## src/rtl/axis_pkg.sv

```systemverilog
// Stream beat sideband definitions

package axis_pkg;

    ////////////////////
    // Sideband widths

    // Stream id
    localparam int ID_W   = 4;
    // Routing destination
    localparam int DEST_W = 4;
    // User sideband
    localparam int USER_W = 8;

    // All sideband bits of one beat
    localparam int SIDE_W = ID_W + DEST_W + USER_W;

    ////////////////////
    // Sideband types

    typedef logic [ID_W-1:0]   id_t;
    typedef logic [DEST_W-1:0] dest_t;
    typedef logic [USER_W-1:0] user_t;

    // Stored word: data, keep, last and sideband
    function automatic int word_w(input int data_bytes);
        return data_bytes * 9 + 1 + SIDE_W;
    endfunction

endpackage

```

## src/rtl/fifo_pkg.sv

```systemverilog
// Packet FIFO control definitions

package fifo_pkg;

    ////////////////////
    // Ingress FSM

    // IDLE between packets, PASS while storing, DROP while discarding
    typedef enum logic [1:0] {
        WR_IDLE = 2'd0,
        WR_PASS = 2'd1,
        WR_DROP = 2'd2
    } wr_state_e;

    ////////////////////
    // Pointer helpers

    // Address bits plus one wrap bit, so full and empty differ
    function automatic int ptr_w(input int depth);
        return $clog2(depth) + 1;
    endfunction

endpackage

```

## src/rtl/axis_pkt_fifo.sv

```systemverilog
// Store-and-forward packet FIFO
// Ingress, RAM and egress

`timescale 1ns/1ps

module axis_pkt_fifo #(
    parameter int DATA_BYTES = 8,
    parameter int DEPTH      = 16
) (
    input  logic                    clk_ifc,
    input  logic                    rst_n,
    // Input stream
    input  logic                    in_tvalid,
    output logic                    in_tready,
    input  logic [DATA_BYTES*8-1:0] in_tdata,
    input  logic [DATA_BYTES-1:0]   in_tkeep,
    input  logic                    in_tlast,
    input  axis_pkg::id_t           in_tid,
    input  axis_pkg::dest_t         in_tdest,
    input  axis_pkg::user_t         in_tuser,
    // Output stream
    input  logic                    out_tready,
    output logic                    out_tvalid,
    output logic [DATA_BYTES*8-1:0] out_tdata,
    output logic [DATA_BYTES-1:0]   out_tkeep,
    output logic                    out_tlast,
    output axis_pkg::id_t           out_tid,
    output axis_pkg::dest_t         out_tdest,
    output axis_pkg::user_t         out_tuser,
    // Dropped packet pulse
    output logic                    in_overflow
);

    localparam int PTR_W  = fifo_pkg::ptr_w(DEPTH);
    localparam int WORD_W = axis_pkg::word_w(DATA_BYTES);

    ////////////////////
    // Internal wires

    logic              wr_en;
    logic [PTR_W-2:0]  wr_addr;
    logic [WORD_W-1:0] wr_word;
    logic [PTR_W-2:0]  rd_addr;
    logic [WORD_W-1:0] rd_word;
    // Pointer exchange between the two sides
    logic [PTR_W-1:0]  commit_ptr;
    logic [PTR_W-1:0]  rd_ptr;

    ////////////////////
    // Blocks

    pkt_ingress #(
        .DATA_BYTES (DATA_BYTES),
        .DEPTH      (DEPTH)
    ) u_ingress (
        .clk_ifc,
        .rst_n,
        .in_tvalid,
        .in_tready,
        .in_tdata,
        .in_tkeep,
        .in_tlast,
        .in_tid,
        .in_tdest,
        .in_tuser,
        .rd_ptr,
        .wr_en,
        .wr_addr,
        .wr_word,
        .commit_ptr,
        .in_overflow
    );

    pkt_ram #(
        .DATA_BYTES (DATA_BYTES),
        .DEPTH      (DEPTH)
    ) u_ram (
        .clk_ifc,
        .wr_en,
        .wr_addr,
        .wr_word,
        .rd_addr,
        .rd_word
    );

    pkt_egress #(
        .DATA_BYTES (DATA_BYTES),
        .DEPTH      (DEPTH)
    ) u_egress (
        .clk_ifc,
        .rst_n,
        .commit_ptr,
        .rd_ptr,
        .rd_addr,
        .rd_word,
        .out_tready,
        .out_tvalid,
        .out_tdata,
        .out_tkeep,
        .out_tlast,
        .out_tid,
        .out_tdest,
        .out_tuser
    );

endmodule

```

## src/rtl/pkt_egress.sv

```systemverilog
// Packet FIFO read control

`timescale 1ns/1ps

module pkt_egress #(
    parameter  int DATA_BYTES = 8,
    parameter  int DEPTH      = 16,
    localparam int PTR_W      = fifo_pkg::ptr_w(DEPTH),
    localparam int WORD_W     = axis_pkg::word_w(DATA_BYTES)
) (
    input  logic                    clk_ifc,
    input  logic                    rst_n,
    // Committed boundary from ingress
    input  logic [PTR_W-1:0]        commit_ptr,
    output logic [PTR_W-1:0]        rd_ptr,
    // RAM read port
    output logic [PTR_W-2:0]        rd_addr,
    input  logic [WORD_W-1:0]       rd_word,
    // Output stream
    input  logic                    out_tready,
    output logic                    out_tvalid,
    output logic [DATA_BYTES*8-1:0] out_tdata,
    output logic [DATA_BYTES-1:0]   out_tkeep,
    output logic                    out_tlast,
    output axis_pkg::id_t           out_tid,
    output axis_pkg::dest_t         out_tdest,
    output axis_pkg::user_t         out_tuser
);

    localparam logic [PTR_W-1:0] DEPTH_P = PTR_W'(DEPTH);

    logic has_data;
    logic load;

    ////////////////////
    // Read side

    // Anything between rd_ptr and commit_ptr is a complete packet
    assign has_data = commit_ptr != rd_ptr;

    // Register empty, or its beat leaves this cycle
    assign load = has_data && (!out_tvalid || out_tready);

    assign rd_addr = rd_ptr[PTR_W-2:0];

    always_ff @(posedge clk_ifc or negedge rst_n) begin
        if (!rst_n) begin
            rd_ptr     <= '0;
            out_tvalid <= 1'b0;
        end else begin
            if (load) begin
                rd_ptr     <= rd_ptr + 1'b1;
                out_tvalid <= 1'b1;
            end else if (out_tready) begin
                // Beat taken and nothing behind it
                out_tvalid <= 1'b0;
            end
        end
    end

    ////////////////////
    // Output register

    // Same layout as the ingress write word
    always_ff @(posedge clk_ifc) begin
        if (load) begin
            {out_tuser, out_tdest, out_tid, out_tlast, out_tkeep, out_tdata} <= rd_word;
        end
    end

    ////////////////////
    // Checks

    // Beat held under back-pressure
    a_out_stable: assert property (
        @(posedge clk_ifc) disable iff (!rst_n)
        out_tvalid && !out_tready |=> out_tvalid &&
            $stable({out_tdata, out_tkeep, out_tlast, out_tid, out_tdest, out_tuser})
    );

    // Reader stays within the committed region
    a_rd_le_commit: assert property (
        @(posedge clk_ifc) disable iff (!rst_n)
        (commit_ptr - rd_ptr) <= DEPTH_P
    );

endmodule

```

## src/rtl/pkt_ingress.sv

```systemverilog
// Packet FIFO write control

`timescale 1ns/1ps

module pkt_ingress #(
    parameter  int DATA_BYTES = 8,
    parameter  int DEPTH      = 16,
    localparam int PTR_W      = fifo_pkg::ptr_w(DEPTH),
    localparam int WORD_W     = axis_pkg::word_w(DATA_BYTES)
) (
    input  logic                    clk_ifc,
    input  logic                    rst_n,
    // Input stream
    input  logic                    in_tvalid,
    output logic                    in_tready,
    input  logic [DATA_BYTES*8-1:0] in_tdata,
    input  logic [DATA_BYTES-1:0]   in_tkeep,
    input  logic                    in_tlast,
    input  axis_pkg::id_t           in_tid,
    input  axis_pkg::dest_t         in_tdest,
    input  axis_pkg::user_t         in_tuser,
    // Read pointer from egress, for free space
    input  logic [PTR_W-1:0]        rd_ptr,
    // RAM write port
    output logic                    wr_en,
    output logic [PTR_W-2:0]        wr_addr,
    output logic [WORD_W-1:0]       wr_word,
    // End of last committed packet
    output logic [PTR_W-1:0]        commit_ptr,
    // One pulse per dropped packet
    output logic                    in_overflow
);

    localparam logic [PTR_W-1:0] DEPTH_P = PTR_W'(DEPTH);

    fifo_pkg::wr_state_e state;

    // Speculative pointer, runs ahead of commit_ptr
    logic [PTR_W-1:0] wr_ptr;
    // Last beat written on the previous edge
    logic             commit_pend;

    logic             beat_acc;
    logic             has_room;
    logic             pass_beat;
    logic [PTR_W-1:0] used;
    logic [PTR_W-1:0] rewind_ptr;

    ////////////////////
    // Free space

    assign beat_acc = in_tvalid && in_tready;

    // Uncommitted beats count as used
    assign used     = wr_ptr - rd_ptr;
    assign has_room = used < DEPTH_P;

    // Beat goes to RAM only while the packet still fits
    assign pass_beat = beat_acc && (state != fifo_pkg::WR_DROP) && has_room;

    // Commit still in flight, so wr_ptr already holds the boundary
    assign rewind_ptr = commit_pend ? wr_ptr : commit_ptr;

    ////////////////////
    // RAM write

    assign wr_en   = pass_beat;
    assign wr_addr = wr_ptr[PTR_W-2:0];
    // Layout unpacked again in egress
    assign wr_word = {in_tuser, in_tdest, in_tid, in_tlast, in_tkeep, in_tdata};

    ////////////////////
    // Write FSM

    always_ff @(posedge clk_ifc or negedge rst_n) begin
        if (!rst_n) begin
            state       <= fifo_pkg::WR_IDLE;
            wr_ptr      <= '0;
            commit_ptr  <= '0;
            commit_pend <= 1'b0;
            in_overflow <= 1'b0;
            in_tready   <= 1'b0;
        end else begin
            // Ready from the second edge on, never drops again
            in_tready   <= 1'b1;
            in_overflow <= 1'b0;
            commit_pend <= 1'b0;

            // Publish packet one cycle after its last write
            if (commit_pend) begin
                commit_ptr <= wr_ptr;
            end

            if (beat_acc) begin
                if (pass_beat) begin
                    wr_ptr <= wr_ptr + 1'b1;
                    if (in_tlast) begin
                        state       <= fifo_pkg::WR_IDLE;
                        commit_pend <= 1'b1;
                    end else begin
                        state <= fifo_pkg::WR_PASS;
                    end
                end else begin
                    // Out of room, discard what was written so far
                    if (state != fifo_pkg::WR_DROP) begin
                        wr_ptr <= rewind_ptr;
                    end
                    if (in_tlast) begin
                        state       <= fifo_pkg::WR_IDLE;
                        in_overflow <= 1'b1;
                    end else begin
                        state <= fifo_pkg::WR_DROP;
                    end
                end
            end
        end
    end

    ////////////////////
    // Checks

    // Egress read pointer never falls behind a full FIFO
    a_used_le_depth: assert property (
        @(posedge clk_ifc) disable iff (!rst_n)
        used <= DEPTH_P
    );

    // Commit lands two edges after an accepted last beat
    a_commit_on_last: assert property (
        @(posedge clk_ifc) disable iff (!rst_n)
        !$stable(commit_ptr) |-> $past(in_tvalid && in_tready && in_tlast, 2)
    );

    // Drop reported once per packet
    // Second cycle high only for a second dropped last beat
    a_overflow_pulse: assert property (
        @(posedge clk_ifc) disable iff (!rst_n)
        in_overflow |=> !in_overflow || $past(in_tvalid && in_tready && in_tlast)
    );

endmodule

```

## src/rtl/pkt_ram.sv

```systemverilog
// Packet storage RAM

`timescale 1ns/1ps

module pkt_ram #(
    parameter  int DATA_BYTES = 8,
    parameter  int DEPTH      = 16,
    localparam int PTR_W      = fifo_pkg::ptr_w(DEPTH),
    localparam int WORD_W     = axis_pkg::word_w(DATA_BYTES)
) (
    input  logic              clk_ifc,
    // Write port, driven by ingress
    input  logic              wr_en,
    input  logic [PTR_W-2:0]  wr_addr,
    input  logic [WORD_W-1:0] wr_word,
    // Read port, driven by egress
    input  logic [PTR_W-2:0]  rd_addr,
    output logic [WORD_W-1:0] rd_word
);

    // Pointers wrap on the address bits only
    if (DEPTH < 4 || (DEPTH & (DEPTH - 1)) != 0) begin : g_bad_depth
        $error("pkt_ram: DEPTH must be a power of two of at least 4");
    end

    ////////////////////
    // Storage array

    // One word per beat
    logic [WORD_W-1:0] mem [DEPTH];

    // Synchronous write
    always_ff @(posedge clk_ifc) begin
        if (wr_en) begin
            mem[wr_addr] <= wr_word;
        end
    end

    // Asynchronous read, maps onto distributed RAM
    // Egress registers the result itself
    assign rd_word = mem[rd_addr];

endmodule

```

## config.mk

```make
export PLATFORM = sky130hd
export DESIGN_NAME = axis_pkt_fifo
export DESIGN_NICKNAME = d
export VERILOG_FILES = /design/src/rtl/axis_pkg.sv /design/src/rtl/fifo_pkg.sv /design/src/rtl/axis_pkt_fifo.sv /design/src/rtl/pkt_egress.sv /design/src/rtl/pkt_ingress.sv /design/src/rtl/pkt_ram.sv
export SDC_FILE = /design/constraint.sdc
export NUM_CORES = 1
export LEC_CHECK = 0
export BUFFER_PORTS_ARGS = -buffer_cell sky130_fd_sc_hd__buf_4
export CORE_ASPECT_RATIO = 0.75
export CORE_UTILIZATION = 45
export DETAILED_ROUTE_END_ITERATION = 8
export HOLD_SLACK_MARGIN = 0.15
export REMOVE_ABC_BUFFERS = 1
export SLEW_MARGIN = 25
export SYNTH_ARGS = -nofsm -noshare
export SYNTH_HDL_FRONTEND = slang
export SYNTH_HIERARCHICAL = 1
export SYNTH_SLANG_ARGS = --single-unit
```

## constraint.sdc

```tcl
create_clock -name clk_ifc -period 10 [get_ports clk_ifc]
set_clock_uncertainty 0.1 [all_clocks]
set_input_delay 1.5 -clock clk_ifc [delete_from_list [all_inputs] [get_ports clk_ifc]]
set_output_delay 1.5 -clock clk_ifc [all_outputs]
set_load 0.1 [all_outputs]
```

==> flow_summary.toml <==
[power]
p_leak_nw = 20.9
peakVddDrop_mv = 0.266
p_switching_mw = 6.38
p_seq_share_pct = 41.3
power_switching_share_pct = 33.2
clkPwrFrac_pct = 28.8
cell_internal_pwr_mw = 12.8
powerDensity_nw_per_um2 = 293
combPwrFrac_pct = 29.9

[timing]
finalHoldViolCount = 0
setup_viol = 0
finalCritPeriodShare_pct = 58.7
rsz0062_at_grt = "no"
slew_headroom_pct = 28.2
finalSetupTns_ns = 0
worst_slew_pin_slew_ns = 1.08
slew_violations = 0
period_needed_ns = 5.87
clock.fmax_ghz = 0.170

[cells_and_area]
fin_cells = 4468
final_core_util_pct = 51.6
drive_above_1_share_pct = 30.3
fin_nets = 2775
syn_to_final_growth_pct = 13.1
fillerInstances = 9703

[detailed_routing]
vias_per_cell = 5.81
wirelength_mm = 128
vias = 26000
maxUsedRoutingLayer = "met5"
drt_first_pass_iters = 5
wl_per_cell_um = 28.6
drc = 0
met2WireLength_mm = 62.2
wl_met3_mm = 7.88
drt_iter0_drc = 2423
met1_length_mm = 55.4
postRouteAntennaNets = 0

[floorplan]
start_util_pct = 45.6
core_area_um2 = 127000
pin_count = 185
die_w_um = 416
rows = 113
die_y_um = 313
die_area_um2 = 130000

[clocking]
cts.sinks = 1534
clock_latency_ns = 0.76
cts-hold-fix-buffers = 0
cts_root_buf = "clkbuf_16"
cts_inserted_buffers = 148
max-clock-path-buffers = 3
h-tree-depth = 4
cts_resized = 0
cts_tree = "yes"
cts.clk_slew.worst_paths_ns = 0.06
cts_setup_buffers = 0

[synthesis]
syn_area_um2 = 57900
synthCells = 2508
synth_warnings = 6
synth_ff_type = "edfxtp_1"
synth_area_per_cell_um2 = 23.1
synth_edf_count = 1513
async_flop_share_pct = 1.37
synth-seq-cells = 1534
ys_types = 50
ys_seq_area_share_pct = 79.3

[worst_setup_path]
cp-start-kind = "register"
endpoint = "u_ram/mem[15][41]"
worst_setup_path_end_kind = "register"
reg2reg_slack_ns = 4.13
critPathKind = "reg -> reg"
critical_path.reg2reg.endpoint = "u_ram/mem[15][41]"
arrival_ns = 6.16
r2r-start = "u_egress/rd_ptr[1]"
worstPathMaxFanout = 67
required_ns = 10.29
ff2ff_path_depth = 11
crit_path_start = "u_egress/rd_ptr[1]"

[grt]
grt_pass1_wl_mm = 187
track_usage_pct = 19.9
grt_max_degree = 115
grt_overflow = 0
grt_pass1_vias = 27200
antenna_found_initial = 7

[run_status]
status = "finished clean"

[flow_run]
max_cap_violations = 0

[worst_hold_path]
min_path_type = "reg -> reg"
min_from = "u_ingress/state[1]"

[placement]
dp.final_hpwl_mm = 66.1
port_buffers = 184
gp_congestion = 0.729
dp.cells = 4192
cell usage after synthesis (all sizes together) (2+ instances only):
library cell | number | area share, %
a211oi | 3 | 0.048
a21oi | 9 | 0.091
a22oi | 179 | 2.3
buf | 165 | 2.1
clkbuf | 54 | 0.35
dfrtp | 21 | 0.91
edfxtp | 1513 | 78
ha | 5 | 0.11
inv | 7 | 0.050
mux2 | 7 | 0.14
mux2i | 3 | 0.052
mux4 | 356 | 14
nand2 | 103 | 0.67
nand2b | 3 | 0.032
nand3 | 7 | 0.060
nand3b | 2 | 0.026
nand4 | 2 | 0.022
nor2 | 22 | 0.15
nor2b | 5 | 0.054
nor3 | 7 | 0.060
o21a | 3 | 0.039
o21ai | 5 | 0.056
or3b | 2 | 0.030
xnor2 | 3 | 0.058
xor2 | 9 | 0.15
critical path, cell delays in order, from the launching register on:
cell	delay, ns
dfrtp_4	1.10
inv_1	0.12
ha_1	0.33
o21ai_2	0.06
a21oi_2	0.59
xnor2_2	0.23
or2_4	0.31
inv_4	0.10
nand3_1	0.29
nor2_4	0.78
buf_4	0.70
buf_4	0.73
state kept, by name, indices dropped and copies added (netlist names):
| register | flops |
|---|---|
| u_ingress/state | 2 |
| u_ingress/in_tready | 1 |
| u_egress/rd_ptr | 5 |
| u_ram/mem | 1424 |
| u_ingress/in_overflow | 1 |
| u_egress/out_tid | 4 |
| u_egress/out_tdest | 4 |
| u_egress/out_tvalid | 1 |
| u_egress/out_tdata | 64 |
| u_egress/out_tkeep | 8 |
| u_egress/out_tlast | 1 |
| u_ingress/commit_ptr | 5 |
| u_ingress/wr_ptr | 5 |
| u_egress/out_tuser | 8 |
| u_ingress/commit_pend | 1 |
power by group through the flow:
stage	sequential, mW	clock (mW)	combinational [mW]
3_3_place_gp	8.06	0	5.74
6_report	7.92	5.53	5.75
4_1_cts	7.94	5.64	5.83
2_1_floorplan	9.75	0	3.60
3_5_place_dp	8.07	0	5.82
5_1_grt	7.97	5.87	6.08
stage by stage:
stage,area [um^2],total power [mW],hold slack (ns),setup WS [ns]
floorplan,56500,13.4,0.352,-11.79
global placement,60600,13.8,0.372,4.18
detailed placement,60700,13.9,0.404,4.02
CTS,65500,19.4,0.416,4.01
global route,65500,19.9,0.426,3.80
finish,65500,19.2,0.415,4.13
metal layers:
metal  vias to the layer above  global-route usage (%)
met5                         -                       0
met1                     14100                    28.8
li1                      10900                       -
met2                       837                    31.6
met4                        12                    4.88
met3                       173                    3.58
kinds of logic after synthesis:
family / count (synthesis) / synth area share [%]
mux: 366 / 14.0
compound gates: 205 / 2.66
simple gates: 159 / 1.20
flops: 1534 / 79.3
xor+xnor: 12 / 0.207
buf+inv: 226 / 2.46
other cells: 1 / 0.00647
fa+ha+maj: 5 / 0.108
layout make-up:
class,instances,area (um^2),area share (%)
sequential,1534,46000,70.1
clock buffer,172,3810,5.82
tap,1667,2090,3.18
timing repair buffer,238,1950,2.97
inverter,7,28.8,0.0439
multi-input combinational,748,10700,16.3
antenna,1,2.50,0.00382
clock inverter,101,1010,1.53
layout by cell type, fill, tap and decap left out, drive strengths merged, types with 3 or more instances in the layout:
cell type and n:
edfxtp 1513, mux4 356, buf 238, a22oi 179, clkbuf 172, nand2 103, clkinv 74, nor2 22
dfrtp 21, bufinv 15, inv 15, xor2 9, a21oi 9, nand3 7, mux2 7, nor3 7
ha 5, nor2b 5, o21ai 5, clkinvlp 4, nand2b 3, o21a 3, mux2i 3, xnor2 3
a211oi 3
how the worst min path moves through the flow:
stage,cells past startpoint,slack (ns),to
3_3_place_gp,2,0.37,u_ingress/state[0]
3_5_place_dp,2,0.40,u_ingress/state[1]
6_report,2,0.42,u_ingress/state[1]
4_1_cts,2,0.42,u_ingress/state[1]
5_1_grt,2,0.43,u_ingress/state[0]
2_1_floorplan,2,0.35,u_ingress/state[0]
(Power assumes the default switching activity.)
